===== src/common/scoreboard_defines.svh =====
`ifndef SCOREBOARD_DEFINES_SVH
`define SCOREBOARD_DEFINES_SVH

// the horizontal geometry is counted in clocks.
`define H_DISPLAY    256
`define H_TOTAL      309
`define H_SYNC_START 279
`define H_SYNC_END   302

// the vertical geometry is counted in lines.
`define V_DISPLAY    240
`define V_TOTAL      262
`define V_SYNC_START 245
`define V_SYNC_END   248

// lives at reset and at the start of each game.
`define LIVES_START  3

`endif


===== src/common/scoreboard_pkg.sv =====
package scoreboard_pkg;

  // one decimal digit of the display.
  typedef logic [3:0] bcd_digit_t;

  // this digit code draws nothing.
  localparam bcd_digit_t DIGIT_BLANK = 4'd15;

  // a horizontal or vertical screen counter.
  typedef logic [8:0] coord_t;

  typedef enum logic [1:0] {
    state_idle = 2'd0,
    state_play = 2'd1,
    state_over = 2'd2
  } game_state_e;

  // pixel colours are packed as {b, g, r}.
  localparam logic [2:0] RGB_WHITE = 3'b111;
  localparam logic [2:0] RGB_GREEN = 3'b010;
  localparam logic [2:0] RGB_RED   = 3'b001;
  localparam logic [2:0] RGB_BLACK = 3'b000;

endpackage


===== src/hw/video_timing.sv =====
`timescale 1ns/10ps

`include "scoreboard_defines.svh"

module video_timing (
  input  logic                   declives,
  input  logic                   reset,
  output logic                   hsync,
  output logic                   vsync,
  output logic                   display_on,
  output scoreboard_pkg::coord_t hpos,
  output scoreboard_pkg::coord_t vpos
);

  scoreboard_pkg::coord_t h_next;
  scoreboard_pkg::coord_t v_next;
  logic                   h_wrap;
  logic                   v_wrap;

  assign h_wrap = (hpos == scoreboard_pkg::coord_t'(`H_TOTAL - 1));
  assign v_wrap = (vpos == scoreboard_pkg::coord_t'(`V_TOTAL - 1));

  always_comb begin
    h_next = h_wrap ? '0 : hpos + 1'b1;
    v_next = vpos;
    if (h_wrap) begin
      v_next = v_wrap ? '0 : vpos + 1'b1;
    end
  end

  // sync and enable are decoded from the next position, so they line up
  // with hpos and vpos in the same cycle.
  always_ff @(posedge declives or posedge reset) begin
    if (reset) begin
      hpos       <= '0;
      vpos       <= '0;
      hsync      <= 1'b0;
      vsync      <= 1'b0;
      display_on <= 1'b0;
    end else begin
      hpos       <= h_next;
      vpos       <= v_next;
      hsync      <= (h_next >= `H_SYNC_START) && (h_next < `H_SYNC_END);
      vsync      <= (v_next >= `V_SYNC_START) && (v_next < `V_SYNC_END);
      display_on <= (h_next < `H_DISPLAY) && (v_next < `V_DISPLAY);
    end
  end

endmodule


===== src/hw/game_control.sv =====
`timescale 1ns/10ps

module game_control (
  input  logic                        declives,
  input  logic                        reset,
  input  logic                        start,
  input  logic                        score_inc,
  input  logic                        lose_life,
  input  scoreboard_pkg::bcd_digit_t  lives,
  output scoreboard_pkg::game_state_e game_state,
  output logic                        new_game,
  output logic                        game_score_inc,
  output logic                        game_lose_life
);

  logic in_play;
  logic life_left;

  assign in_play = (game_state == scoreboard_pkg::state_play);

  // a loss forwarded last cycle has not reached lives yet, so it is
  // taken off here. A pending new game refills lives anyway.
  assign life_left = new_game || (lives > {3'b000, game_lose_life});

  always_ff @(posedge declives or posedge reset) begin
    if (reset) begin
      game_state     <= scoreboard_pkg::state_idle;
      new_game       <= 1'b0;
      game_score_inc <= 1'b0;
      game_lose_life <= 1'b0;
    end else begin
      new_game       <= 1'b0;
      game_score_inc <= score_inc && in_play;
      game_lose_life <= lose_life && in_play && life_left;
      case (game_state)
        scoreboard_pkg::state_idle: begin
          if (start) begin
            new_game   <= 1'b1;
            game_state <= scoreboard_pkg::state_play;
          end
        end
        scoreboard_pkg::state_play: begin
          // lives still shows the old game until new_game has landed.
          if ((lives == 4'd0) && !new_game) begin
            game_state <= scoreboard_pkg::state_over;
          end
        end
        scoreboard_pkg::state_over: begin
          if (start) begin
            game_state <= scoreboard_pkg::state_idle;
          end
        end
        default: game_state <= scoreboard_pkg::state_idle;
      endcase
    end
  end

endmodule


===== src/scoreboard/player_stats.sv =====
`timescale 1ns/10ps

`include "scoreboard_defines.svh"

module player_stats (
  input  logic                       declives,
  input  logic                       reset,
  input  logic                       new_game,
  input  logic                       game_score_inc,
  input  logic                       game_lose_life,
  output scoreboard_pkg::bcd_digit_t score_tens,
  output scoreboard_pkg::bcd_digit_t score_ones,
  output scoreboard_pkg::bcd_digit_t lives
);

  // the two-digit BCD score wraps from 99 back to 00.
  always_ff @(posedge declives or posedge reset) begin
    if (reset) begin
      score_tens <= 4'd0;
      score_ones <= 4'd0;
    end else if (new_game) begin
      score_tens <= 4'd0;
      score_ones <= 4'd0;
    end else if (game_score_inc) begin
      if (score_ones == 4'd9) begin
        score_ones <= 4'd0;
        if (score_tens == 4'd9) begin
          score_tens <= 4'd0;
        end else begin
          score_tens <= score_tens + 1'b1;
        end
      end else begin
        score_ones <= score_ones + 1'b1;
      end
    end
  end

  // the controller never forwards a loss at zero lives.
  always_ff @(posedge declives or posedge reset) begin
    if (reset) begin
      lives <= scoreboard_pkg::bcd_digit_t'(`LIVES_START);
    end else if (new_game) begin
      lives <= scoreboard_pkg::bcd_digit_t'(`LIVES_START);
    end else if (game_lose_life) begin
      lives <= lives - 1'b1;
    end
  end

endmodule


===== src/scoreboard/digit_glyphs.sv =====
`timescale 1ns/10ps

module digit_glyphs (
  input  scoreboard_pkg::bcd_digit_t digit,
  input  logic [2:0]                 row,
  output logic [4:0]                 bits
);

  // each glyph keeps its top row in the upper bits and the leftmost
  // pixel of a row in bit 4 of that row.
  logic [24:0] glyph;

  always_comb begin
    case (digit)
      4'd0:    glyph = {5'b11111, 5'b10001, 5'b10001, 5'b10001, 5'b11111};
      4'd1:    glyph = {5'b01100, 5'b00100, 5'b00100, 5'b00100, 5'b11111};
      4'd2:    glyph = {5'b11111, 5'b00001, 5'b11111, 5'b10000, 5'b11111};
      4'd3:    glyph = {5'b11111, 5'b00001, 5'b11111, 5'b00001, 5'b11111};
      4'd4:    glyph = {5'b10001, 5'b10001, 5'b11111, 5'b00001, 5'b00001};
      4'd5:    glyph = {5'b11111, 5'b10000, 5'b11111, 5'b00001, 5'b11111};
      4'd6:    glyph = {5'b11111, 5'b10000, 5'b11111, 5'b10001, 5'b11111};
      4'd7:    glyph = {5'b11111, 5'b00001, 5'b00001, 5'b00001, 5'b00001};
      4'd8:    glyph = {5'b11111, 5'b10001, 5'b11111, 5'b10001, 5'b11111};
      4'd9:    glyph = {5'b11111, 5'b10001, 5'b11111, 5'b00001, 5'b11111};
      default: glyph = '0;
    endcase
  end

  always_comb begin
    case (row)
      3'd0:    bits = glyph[24:20];
      3'd1:    bits = glyph[19:15];
      3'd2:    bits = glyph[14:10];
      3'd3:    bits = glyph[9:5];
      3'd4:    bits = glyph[4:0];
      default: bits = 5'b00000;
    endcase
  end

endmodule


===== src/scoreboard/scoreboard_render.sv =====
`timescale 1ns/10ps

module scoreboard_render (
  input  scoreboard_pkg::bcd_digit_t  score_tens,
  input  scoreboard_pkg::bcd_digit_t  score_ones,
  input  scoreboard_pkg::bcd_digit_t  lives,
  input  scoreboard_pkg::game_state_e game_state,
  input  scoreboard_pkg::coord_t      hpos,
  input  scoreboard_pkg::coord_t      vpos,
  input  logic                        display_on,
  output logic [2:0]                  rgb
);

  scoreboard_pkg::bcd_digit_t shown_digit;
  logic [4:0]                 glyph_bits;
  logic [2:0]                 pixel_col;
  logic                       pixel_on;
  logic [2:0]                 colour;

  // each 32-pixel column of the screen holds one digit or nothing.
  always_comb begin
    case (hpos[7:5])
      3'd1:    shown_digit = score_tens;
      3'd2:    shown_digit = score_ones;
      3'd6:    shown_digit = lives;
      default: shown_digit = scoreboard_pkg::DIGIT_BLANK;
    endcase
  end

  digit_glyphs u_digit_glyphs (
    .digit (shown_digit),
    .row   (vpos[4:2]),
    .bits  (glyph_bits)
  );

  // glyph pixels sit in the right five of the eight cells
  assign pixel_col = ~hpos[4:2];
  assign pixel_on  = (pixel_col <= 3'd4) ? glyph_bits[pixel_col] : 1'b0;

  always_comb begin
    case (game_state)
      scoreboard_pkg::state_idle: colour = scoreboard_pkg::RGB_WHITE;
      scoreboard_pkg::state_play: colour = scoreboard_pkg::RGB_GREEN;
      scoreboard_pkg::state_over: colour = scoreboard_pkg::RGB_RED;
      default:                    colour = scoreboard_pkg::RGB_BLACK;
    endcase
  end

  assign rgb = (display_on && pixel_on) ? colour : scoreboard_pkg::RGB_BLACK;

endmodule


===== src/hw/scoreboard_top.sv =====
`timescale 1ns/10ps

module scoreboard_top (
  input  logic                        declives,
  input  logic                        reset,
  input  logic                        start,
  input  logic                        score_inc,
  input  logic                        lose_life,
  output logic                        hsync,
  output logic                        vsync,
  output logic [2:0]                  rgb,
  output scoreboard_pkg::bcd_digit_t  score_tens,
  output scoreboard_pkg::bcd_digit_t  score_ones,
  output scoreboard_pkg::bcd_digit_t  lives,
  output scoreboard_pkg::game_state_e game_state
);

  scoreboard_pkg::coord_t hpos;
  scoreboard_pkg::coord_t vpos;
  logic                   display_on;
  logic                   new_game;
  logic                   game_score_inc;
  logic                   game_lose_life;

  video_timing u_video_timing (
    .declives   (declives),
    .reset      (reset),
    .hsync      (hsync),
    .vsync      (vsync),
    .display_on (display_on),
    .hpos       (hpos),
    .vpos       (vpos)
  );

  game_control u_game_control (
    .declives       (declives),
    .reset          (reset),
    .start          (start),
    .score_inc      (score_inc),
    .lose_life      (lose_life),
    .lives          (lives),
    .game_state     (game_state),
    .new_game       (new_game),
    .game_score_inc (game_score_inc),
    .game_lose_life (game_lose_life)
  );

  player_stats u_player_stats (
    .declives       (declives),
    .reset          (reset),
    .new_game       (new_game),
    .game_score_inc (game_score_inc),
    .game_lose_life (game_lose_life),
    .score_tens     (score_tens),
    .score_ones     (score_ones),
    .lives          (lives)
  );

  scoreboard_render u_scoreboard_render (
    .score_tens (score_tens),
    .score_ones (score_ones),
    .lives      (lives),
    .game_state (game_state),
    .hpos       (hpos),
    .vpos       (vpos),
    .display_on (display_on),
    .rgb        (rgb)
  );

endmodule


===== config.mk =====
export PLATFORM = sky130hd
export DESIGN_NAME = scoreboard_top
export DESIGN_NICKNAME = d
export VERILOG_FILES = /design/src/common/scoreboard_pkg.sv /design/src/hw/video_timing.sv /design/src/hw/game_control.sv /design/src/scoreboard/player_stats.sv /design/src/scoreboard/digit_glyphs.sv /design/src/scoreboard/scoreboard_render.sv /design/src/hw/scoreboard_top.sv
export VERILOG_INCLUDE_DIRS = /design/src /design/src/common
export SDC_FILE = /design/constraint.sdc
export NUM_CORES = 1
export LEC_CHECK = 0
export BUFFER_PORTS_ARGS = -buffer_cell sky130_fd_sc_hd__buf_2
export CAP_MARGIN = 30
export CORE_UTILIZATION = 55
export DETAILED_ROUTE_END_ITERATION = 8
export PLACE_DENSITY = 0.79
export SYNTH_ARGS = -nofsm -noshare
export SYNTH_HDL_FRONTEND = slang
export SYNTH_SLANG_ARGS = --single-unit

===== constraint.sdc =====
create_clock -name declives -period 4.6 [get_ports declives]
set_input_delay 0.69 -clock declives [delete_from_list [all_inputs] [get_ports declives]]
set_output_delay 0.69 -clock declives [all_outputs]
set_load 0.05 [all_outputs]

# --- Yosys cells after proc, flatten, opt, wreduce, memory -nomap -nowiden ---
# Memories as Yosys holds them, arrays and structs flattened.
# Cells that the tools add are included.
op_classes:
  n_addsub: 5
  mul: 0
  div_mod_pow: 0
  magnitude_cmp: 9
  n_eq_ne: 16
  shift: 0
  mux: 25
  n_bitwise: 1
  reduce_logical: 18
op_table:
  columns: ["cell", "count"]
  rows:
  - ["2-to-1 mux 4 bit", 9]
  - ["2-to-1 mux 9 bit", 3]
  - ["one-hot mux 5 bit (5 select lines)", 1]
  - ["adder 9 x 1 -> 9 bit, second input constant", 2]
  - ["== test 9 bit, second input constant", 2]
  - ["less-than comparator 9 x 8 -> 1 bit, second input constant", 2]
  - ["less-than comparator 9 bit, second input constant", 2]
  - ["one-hot mux 4 bit (3 select lines)", 1]
  - ["== test 3 x 2 -> 1 bit, second input constant", 3]
  - ["greater-or-equal comparator 9 x 8 -> 1 bit, second input constant", 1]
  - ["greater-or-equal comparator 9 bit, second input constant", 1]
  - ["one-hot mux 3 bit (3 select lines)", 1]
  - ["adder 4 x 1 -> 4 bit, second input constant", 2]
  - ["== test 4 bit, second input constant", 2]
  - ["logical AND 1 bit", 8]
  - ["== test 3 x 1 -> 1 bit, second input constant", 2]
  - ["== test 3 bit, second input constant", 2]
  - ["2-to-1 mux 2 bit", 3]
  - ["inequality test 2 bit, second input constant", 3]
  - ["one-hot mux 2 bit (3 select lines)", 1]
  - ["nonzero test 2 bit", 3]
  - ["> comparator 4 x 1 -> 1 bit", 1]
  - ["logical NOT 4 bit", 1]
  - ["less-than comparator 3 x 4 -> 1 bit, second input constant", 1]
  - ["14 further kinds", 17]
word_totals:
  ff_bits: 38
  latch_bits: 0
  ramBits: 0
  rom_bits: 336
  input_bits: 5
  output_inout_bits: 19
  word_cells: 87
  n_memories: 1
memory_table:
  columns: ["memory", "words", "width", "read_ports", "rd_ports_with_merged_regs", "wr", "line_no", "source"]
  rows:
  - ["(no name shown)", 16, 21, 1, 0, 0, "digit_glyphs.sv:14", "case (digit)"]

# --- Depth between registers and ports, before layout ---
# Gate-level depths: netlist of the first run.
# An unclocked memory read counts as a cell.
depth:
  ltp_word: 9
  mapped_depth: 11
  depth_no_buf: 10

# --- Modules after synthesis ---
# From an unflattened synthesis of the first run, not the netlist that was laid out.
unflattened:
  hier_cells: 298
  area_unflattened_um2: 2865.2
modules_own_cells:
  columns: ["module", "instances", "cells_each", "area_each_um2", "seq_area_each_um2"]
  rows:
  - ["video_timing", 1, 133, 1300.0, 525.5]
  - ["player_stats", 1, 66, 693.2, 302.8]
  - ["digit_glyphs", 1, 59, 442.9, 0.0]
  - ["game_control", 1, 19, 234.0, 125.1]
  - ["scoreboard_render", 1, 21, 195.2, 0.0]

# --- Least setup slack after synthesis of the first run ---
# OpenSTA, ideal clock, no wires.
synth_timing:
  kind: "flip-flop to output port"
  startpoint: "reg u_player_stats.score_ones[0]"
  endpoint: "out rgb[2]"
  arrival_ns: 4.375
  required_time_ns: 3.910
  path_slack_ns: -0.465
  path_stages_with_launch: 11
  path_buffers: 0
  path_cell_list: "dfrtp_1 > mux2_2 > o22ai_1 > inv_1 > ha_1 > or4b_2 > o311ai_0 > o211ai_1 > a221oi_1 > o41ai_1 > nor4b_1"
synth_via:
  elab_chain_len: 8
synth_rtl:
  columns: ["element", "line_no", "source"]
  rows:
  - ["start: declaration", "player_stats.sv:12", "output scoreboard_pkg::bcd_digit_t score_ones,"]
  - ["start signal: assignment", "player_stats.sv:33", "score_ones <= score_ones + 1'b1;"]
  - ["one-hot mux 4 bit (3 select lines)", "scoreboard_render.sv:22", "case (hpos[7:5])"]
  - ["memory (16 x 21 bit)", null, null]
  - ["one-hot mux 5 bit (5 select lines)", "digit_glyphs.sv:30", "case (row)"]
  - ["binary-select mux 1 bit (select 3 bit)", "scoreboard_render.sv:38", "assign pixel_on = (pixel_col <= 3'd4) ? glyph_bits[pixel_col] : 1'b0;"]
  - ["2-to-1 mux 1 bit (not written as such)", "scoreboard_render.sv:38", null]
  - ["2-to-1 mux 1 bit", "scoreboard_render.sv:38", null]
  - ["logical AND 1 bit", "scoreboard_render.sv:49", "assign rgb = (display_on && pixel_on) ? colour : scoreboard_pkg::RGB_BLACK;"]
  - ["2-to-1 mux 3 bit", "scoreboard_render.sv:49", null]
  - ["end: declaration", "scoreboard_top.sv:11", "output logic [2:0] rgb,"]
# No other way between the ends. The select of a mux whose other input is x is not followed.

# --- Worst setup path after layout of the first run ---
layout_timing:
  startpoint: "reg u_video_timing.hpos[6]"
  endpoint: "out rgb[2]"
layout_via:
  elab_chain_len: 9
  word_cells_on_any_way: 11
  cone_classes: "3 x eq/ne; 6 x mux; 1 x reduce/logical; 1 x memory"
layout_rtl:
  columns: ["element", "line_no", "source"]
  rows:
  - ["start: declaration", "video_timing.sv:11", "output scoreboard_pkg::coord_t hpos,"]
  - ["start signal: assignment", "video_timing.sv:41", "hpos <= h_next;"]
  - ["== test 3 bit, or another cell as far along", "scoreboard_render.sv:22", null]
  - ["one-hot mux 4 bit (3 select lines) (*)", "scoreboard_render.sv:22", null]
  - ["memory (16 x 21 bit) (*)", null, null]
  - ["one-hot mux 5 bit (5 select lines) (*)", "digit_glyphs.sv:30", null]
  - ["binary-select mux 1 bit (select 3 bit) (*)", "scoreboard_render.sv:38", null]
  - ["2-to-1 mux 1 bit (not written as such) (*)", "scoreboard_render.sv:38", null]
  - ["2-to-1 mux 1 bit (*)", "scoreboard_render.sv:38", null]
  - ["logical AND 1 bit (*)", "scoreboard_render.sv:49", null]
  - ["2-to-1 mux 3 bit (*)", "scoreboard_render.sv:49", null]
# Every way passes the cells marked *; elsewhere a longest branch is shown, timed or not. The select of a mux whose other input is x is not followed.

==> out/summary.json, run 1 <==
{
  "clock_tree": {
    "clock_sinks": 38,
    "path_clk_slew_ns": 0.07,
    "insertion_delay_ns": 0.29,
    "root_buffer": "sky130_fd_sc_hd__clkbuf_8",
    "clock_tree.htree_level_count": 2,
    "cts_buffers": 5,
    "cts_buffer_depth": 2,
    "tritoncts": "built"
  },
  "synth": {
    "yosys.cell_count.top_type": "sky130_fd_sc_hd__dfrtp_1",
    "ys_seq_elements": 38,
    "postSynthCellCount": 284,
    "synth_area_per_inst_um2": 9.06,
    "yosys.cell_types.count": 58,
    "postSynth.topFlopCell": "sky130_fd_sc_hd__dfrtp_1",
    "synthesis.area_um2": 2570,
    "syn-num-nets": 307,
    "synth_top_cells_by_count": "36 x sky130_fd_sc_hd__dfrtp_1, 26 x sky130_fd_sc_hd__nor2_1, 22 x sky130_fd_sc_hd__nand2_1, 20 x sky130_fd_sc_hd__o21ai_0",
    "synth_sequential_area_ratio": 0.370,
    "synth_area_leader_cell": "sky130_fd_sc_hd__dfrtp_1",
    "synth_warnings": 0,
    "number_of_enable_type_register_cells_in_the_synthesized_netlist": 0,
    "synthDominantCellAreaShare": 0.350,
    "synth.top_cells.by_area": "sky130_fd_sc_hd__dfrtp_1 35%, sky130_fd_sc_hd__ha_1 8.8%, sky130_fd_sc_hd__o21ai_0 3.9%",
    "asyncSetResetFlopFracSynth": 1.00
  },
  "pwr": {
    "switchingPower_mw": 0.750,
    "swShare": 0.488,
    "power.static_leakage_nw": 1.31,
    "share_seq_of_total_power": 0.334,
    "internal_power_mw": 0.786,
    "vdd_ir_drop_max_uv": 263,
    "fraction_of_power_consumed_by_the_clock_network": 0.152,
    "cellPowerDensity_nw_per_um2": 541,
    "power.share.combinational": 0.514
  },
  "worst_setup_path": {
    "crit_chain": "or3b_4 > o22ai_2 > inv_1 > ha_1 > or4b_2 > o311ai_0 > o211ai_1 > a221oi_1 > o41ai_1 > nor4b_2 > clkbuf_4",
    "cp-startpoint": "u_video_timing.hpos[6]$_DFF_PP0_",
    "crit_path_top_delay_cell": "sky130_fd_sc_hd__or4b_2",
    "arrival_ns": 3.60,
    "reg2regPathDepth": 6,
    "path_delay_family": "simple AND/OR/NAND/NOR gates",
    "timing.critical_path.to": "rgb[2]",
    "cp_num_cells": 11,
    "rr_startpoint": "u_video_timing.hpos[6]$_DFF_PP0_",
    "cpPeakStageDelay_ns": 0.60,
    "number_of_buffers_and_inverters_on_the_critical_path": 2,
    "critPathLaunchType": "flip-flop",
    "worst-setup-path-type": "flip-flop to output port",
    "critical_path.max_fanout": 8,
    "worst-r2r-setup-slack_ns": 1.90,
    "regToRegEndpoint": "u_video_timing.vsync$_DFF_PP0_",
    "worstPathRequired_ns": 3.91,
    "worst_setup_path_end_kind": "output port"
  },
  "place": {
    "place.detailed.hpwl_mm": 3.97,
    "post-place-ws_ns": 0.457,
    "buffers_added_on_ports": 23,
    "place_congestion": 0.880
  },
  "sta": {
    "count_of_final_max_slew_check_failures": 0,
    "grt_setup_unrepaired": "no",
    "final-hold-violation-count": 0,
    "setup_viol": 0,
    "final.setup_skew_ns": 0.00478,
    "relSlewSlack": 0.592,
    "fin_crit_ns": 4.29,
    "fmaxAchievable_mhz": 233,
    "timing.final.crit_share": 0.932,
    "worst_slack_ns": 0.311,
    "setup_total_neg_slack_ns": 0,
    "worst_pin_slew_ns": 0.606
  },
  "global_routing": {
    "grt_max_degree": 39,
    "antenna_found_initial": 0,
    "groute.layer.met3.usage": 0.0635,
    "grtUsageMet2": 0.415,
    "overflow": 0,
    "global_route.usage.total": 0.248,
    "grtUsageMet1": 0.302,
    "grt_pass1_vias": 2139,
    "most_crowded_layer_gr": "met2",
    "global_route_wire_length_before_repair_mm": 9.78
  },
  "cells_and_area": {
    "number_of_nets_in_the_final_layout": 330,
    "fillCellCount": 369,
    "drive_gt1_frac": 0.172,
    "n_antenna_cell": 0,
    "flow.area_growth_from_synthesis_pct": 10.4
  },
  "routing": {
    "detailroute.via_count": 2183,
    "route.final.wire_length_mm": 5.53,
    "dr_pass1_iterations": 4,
    "viasPerCell": 6.06,
    "detail_route.iter0.violations": 128,
    "route.detailed.drc": 0,
    "antenna_violating_nets_remaining": 0,
    "wire_per_inst_um": 15.4
  },
  "min_path": {
    "timing.hold.worst.class": "input port to asynchronous set/reset pin"
  },
  "floorplan": {
    "floorplan.die_area_um2": 4960,
    "fp.dieH_um": 70.4,
    "io-pin-count": 24,
    "initial_utilization": 0.583,
    "fp.coreArea_um2": 4410,
    "rows": 24,
    "floorplan.die.width_um": 70.4
  },
  "status": {
    "status": "complete, no violations"
  },
  "run": {
    "max-cap-violations": 0
  }
}
[routing by layer]
layer  wire length (um)  part of all wire  up-vias
met4                101             0.018        0
met5                  0                 0        -
li1                   -                 -     1071
met2               2750              0.50       41
met3                159             0.029       11
met1               2520              0.46     1060
[timing repair]
item                       in CTS  in global routing
hold buffers                    0                  0
buffers inserted                0                  0
setup endpoints to repair       0                  3
resized for setup               0                  5
[tightest hold or removal path, cell delays in order]
cell	delay (ns)
sky130_fd_sc_hd__buf_2	0.09
sky130_fd_sc_hd__inv_1	0.04
sky130_fd_sc_hd__buf_4	0.41
[area by class of cell]
type                    instances  area, um2  share of cell area
clock buffers                   7       86.3              0.0304
clock inverters                 1       5.00             0.00176
inverters                      18       67.6              0.0238
multi-input cells             218       1520               0.535
flip-flops and latches         38        955               0.336
well taps                      52       65.1              0.0229
repair buffers                 26        143              0.0502
[cells by family (layout without fill, tap and decap cells)]
kind of cell | count (synthesis) | after routing | synth area share
and+or+nand+nor | 113 | 113 | 0.253
AOI/OAI and AO/OA | 65 | 65 | 0.163
DFF | 38 | 38 | 0.370
buffers and inverters | 28 | 52 | 0.0442
adders and majority gates | 18 | 18 | 0.0875
xor gates and xnor gates | 14 | 14 | 0.0476
muxes | 8 | 8 | 0.0335
[worst min-delay path by stage]
stage	from	endpoint	slack, ns	cells past startpoint
floorplan	u_video_timing.vpos[6]$_DFF_PP0_	u_video_timing.vpos[6]$_DFF_PP0_	0.49	2
global placement	u_video_timing.vpos[6]$_DFF_PP0_	u_video_timing.vpos[6]$_DFF_PP0_	0.52	2
detailed placement	u_video_timing.vpos[6]$_DFF_PP0_	u_video_timing.vpos[6]$_DFF_PP0_	0.53	2
CTS	reset	u_player_stats.score_tens[2]$_DFFE_PP0P_	0.51	3
global route	reset	u_player_stats.score_tens[2]$_DFFE_PP0P_	0.56	3
finish	reset	u_player_stats.score_tens[2]$_DFFE_PP0P_	0.50	3
[per-stage QoR]
stage	power, mW	instances	cell area (um2)	hold WS [ns]	util
2_1_floorplan	1.12	284	2580	0.493	-
3_3_place_gp	1.28	352	2740	0.522	0.620
3_5_place_dp	1.30	352	2740	0.532	0.620
4_1_cts	1.54	360	2830	0.510	0.641
5_1_grt	1.65	360	2840	0.561	0.643
6_report	1.54	360	2840	0.498	0.643
[state kept, by name, summed over array words and instances, names as in the netlist]
name                           count
u_game_control.new_game            1
u_video_timing.vpos                9
u_player_stats.lives               4
u_video_timing.hsync               1
u_video_timing.display_on          1
u_video_timing.hpos                9
u_game_control.game_score_inc      1
u_game_control.game_lose_life      1
u_player_stats.score_tens          4
u_game_control.game_state          2
u_player_stats.score_ones          4
u_video_timing.vsync               1
[power groups by stage]
stage,Clock (mW),Combinational (mW),Sequential [mW]
2_1_floorplan,0,0.440,0.677
3_3_place_gp,0,0.763,0.516
3_5_place_dp,0,0.780,0.519
4_1_cts,0.239,0.784,0.513
5_1_grt,0.256,0.871,0.527
6_report,0.234,0.789,0.513
[layout by cell type (no fill, tap or decap), types with 4 or more instances in the layout]
cell type	Yosys	layout
sky130_fd_sc_hd__o21ai_0	20	20
sky130_fd_sc_hd__nor4_1	4	4
sky130_fd_sc_hd__dfrtp_1	36	35
sky130_fd_sc_hd__and3_1	7	7
sky130_fd_sc_hd__nand2_1	22	22
sky130_fd_sc_hd__nor3_1	6	6
sky130_fd_sc_hd__nor2_1	26	26
sky130_fd_sc_hd__a21oi_1	12	12
sky130_fd_sc_hd__nand2b_1	8	8
sky130_fd_sc_hd__nand3_1	8	8
sky130_fd_sc_hd__ha_1	18	18
sky130_fd_sc_hd__xnor2_1	5	5
sky130_fd_sc_hd__inv_1	18	18
sky130_fd_sc_hd__mux2_2	5	5
sky130_fd_sc_hd__buf_4	2	4
sky130_fd_sc_hd__clkbuf_8	0	6
sky130_fd_sc_hd__xor2_1	9	9
sky130_fd_sc_hd__buf_2	1	21
sky130_fd_sc_hd__nand4_1	5	5
Power figures use the tool's default switching activity.
==> inputs of run 2 (changes only) <==
==> constraint.sdc (replaced) <==
create_clock -name declives -period 5.2 [get_ports declives]
set_input_delay 0.78 -clock declives [delete_from_list [all_inputs] [get_ports declives]]
set_output_delay 0.78 -clock declives [all_outputs]
set_load 0.05 [all_outputs]
==> out/summary.json, run 2 (same netlist as run 1, synthesis figures left out) <==
{
  "status": {
    "status": "complete, no violations"
  },
  "sta": {
    "count_of_final_max_slew_check_failures": 0,
    "worst_slack_ns": 0.444,
    "final-hold-violation-count": 0,
    "grt_setup_unrepaired": "no",
    "final.setup_skew_ns": 0.0117,
    "setup_total_neg_slack_ns": 0,
    "worst_pin_slew_ns": 0.870,
    "relSlewSlack": 0.416,
    "fin_crit_ns": 4.76,
    "fmaxAchievable_mhz": 210,
    "setup_viol": 0,
    "worst_hold_slack_ns": 0.555,
    "timing.final.crit_share": 0.915
  },
  "cells_and_area": {
    "mostFrequentLayoutCells": "36 x sky130_fd_sc_hd__dfrtp_1, 26 x sky130_fd_sc_hd__nor2_1, 23 x sky130_fd_sc_hd__buf_2, 22 x sky130_fd_sc_hd__nand2_1, 20 x sky130_fd_sc_hd__o21ai_0",
    "layout.cells.most_common": "sky130_fd_sc_hd__dfrtp_1",
    "n_antenna_cell": 0,
    "number_of_nets_in_the_final_layout": 328,
    "flow.area_growth_from_synthesis_pct": 9.19,
    "postLayoutCellArea_um2": 2810,
    "final-seq-area_um2": 953,
    "reg_top3": "u_video_timing.hpos: 9 flops, u_video_timing.vpos: 9 flops",
    "drive_gt1_frac": 0.160,
    "fillCellCount": 350,
    "multi_input_area_um2": 1510
  },
  "worst_setup_path": {
    "worst-r2r-setup-slack_ns": 2.18,
    "worstPathRequired_ns": 4.42,
    "regToRegEndpoint": "u_video_timing.vsync$_DFF_PP0_",
    "arrival_ns": 3.98,
    "cpPeakStageDelay_ns": 0.60,
    "crit_chain": "or3b_4 > o22ai_1 > inv_1 > ha_1 > or4b_2 > o311ai_0 > o211ai_1 > a221oi_1 > o41ai_1 > nor4b_1 > buf_2",
    "crit_path_top_delay_cell": "sky130_fd_sc_hd__or4b_2",
    "critical_path.max_fanout": 9,
    "worst_setup_path_end_kind": "output port",
    "reg2regPathDepth": 6,
    "rr_startpoint": "u_video_timing.hpos[7]$_DFF_PP0_",
    "worst-setup-path-type": "flip-flop to output port",
    "cp_num_cells": 11,
    "path_delay_family": "simple AND/OR/NAND/NOR gates",
    "number_of_buffers_and_inverters_on_the_critical_path": 2,
    "cp-startpoint": "u_video_timing.hpos[7]$_DFF_PP0_",
    "critPathLaunchType": "flip-flop",
    "timing.critical_path.to": "rgb[2]"
  },
  "place": {
    "post-place-ws_ns": 0.847,
    "buffers_added_on_ports": 23,
    "place.detailed.hpwl_mm": 4.06,
    "place_congestion": 0.909,
    "detailed_place.area_um2": 2720
  },
  "min_path": {
    "timing.hold.worst.class": "flip-flop to flip-flop"
  },
  "floorplan": {
    "initial_utilization": 0.583,
    "fp.dieH_um": 70.4,
    "floorplan.die_area_um2": 4960,
    "fp.coreArea_um2": 4410,
    "rows": 24,
    "io-pin-count": 24,
    "floorplan.die.width_um": 70.4
  },
  "global_routing": {
    "global_route.usage.total": 0.242,
    "global_route_wire_length_before_repair_mm": 9.57,
    "most_crowded_layer_gr": "met2",
    "antenna_found_initial": 0,
    "groute.layer.met3.usage": 0.0447,
    "grt_pass1_vias": 2032,
    "grtUsageMet2": 0.384,
    "overflow": 0,
    "grt_max_degree": 39,
    "grtUsageMet1": 0.327
  },
  "routing": {
    "antenna_violating_nets_remaining": 0,
    "detailroute.via_count": 2191,
    "route.final.wire_length_mm": 5.63,
    "route.detailed.drc": 0,
    "dr_pass1_iterations": 4,
    "viasPerCell": 6.12,
    "detail_route.iter0.violations": 120,
    "wire_per_inst_um": 15.7
  },
  "clock_tree": {
    "root_buffer": "sky130_fd_sc_hd__clkbuf_8",
    "cts_buffers": 5,
    "tritoncts": "built",
    "cts_buffer_depth": 2,
    "cts-hold-fix-buffers": 0,
    "insertion_delay_ns": 0.29,
    "number_of_resized_instances_in_the_post_cts_repair_step": 0,
    "clock_sinks": 38,
    "cts_setup_buffers": 0,
    "path_clk_slew_ns": 0.08,
    "clock_tree.htree_level_count": 2
  },
  "pwr": {
    "vdd_ir_drop_max_uv": 231,
    "power.static_leakage_nw": 1.30,
    "cellPowerDensity_nw_per_um2": 485
  },
  "run": {
    "max-cap-violations": 0
  }
}
==> run 2: area by class of cell <==
class,count,share of cell area
Clock buffer,6,0.0294
Clock inverter,2,0.00445
Inverter,18,0.0240
Multi-Input combinational cell,218,0.536
Sequential cell,38,0.339
Tap cell,52,0.0232
Timing Repair Buffer,24,0.0436
==> run 2: how the worst min path moves through the flow <==
stage                                                   from                                  endpoint  slack, ns  depth (start not counted)
floorplan                   u_video_timing.vpos[6]$_DFF_PP0_          u_video_timing.vpos[6]$_DFF_PP0_       0.49                          2
global placement    u_game_control.game_state[1]$_DFFE_PP0P_  u_game_control.game_state[0]$_DFFE_PP0P_       0.53                          1
CTS                         u_video_timing.hpos[0]$_DFF_PP0_          u_video_timing.hpos[0]$_DFF_PP0_       0.55                          1
detailed placement          u_video_timing.vpos[6]$_DFF_PP0_          u_video_timing.vpos[6]$_DFF_PP0_       0.54                          2
finish                      u_video_timing.hpos[0]$_DFF_PP0_          u_video_timing.hpos[0]$_DFF_PP0_       0.56                          1
global route                u_video_timing.hpos[0]$_DFF_PP0_          u_video_timing.hpos[0]$_DFF_PP0_       0.59                          1
==> run 2: metrics by stage <==
step	util	power, mW	instances
global placement	0.615	1.13	350
global route	0.637	1.44	358
floorplan	-	0.985	284
CTS	0.637	1.37	358
detailed placement	0.615	1.15	350
finish	0.637	1.36	358
==> run 2: report_power, final <==
group | switching, mW | internal (mW)
clock | 0.108 | 0.107
sequential | 0.101 | 0.357
combinational | 0.469 | 0.220
total | 0.679 | 0.684
==> run 2: per-layer routing <==
metal | part of all wire | vias to the layer above
li1 | - | 1077
met1 | 0.47 | 1037
met2 | 0.48 | 69
met3 | 0.037 | 8
met4 | 0.018 | 0
met5 | 0 | -
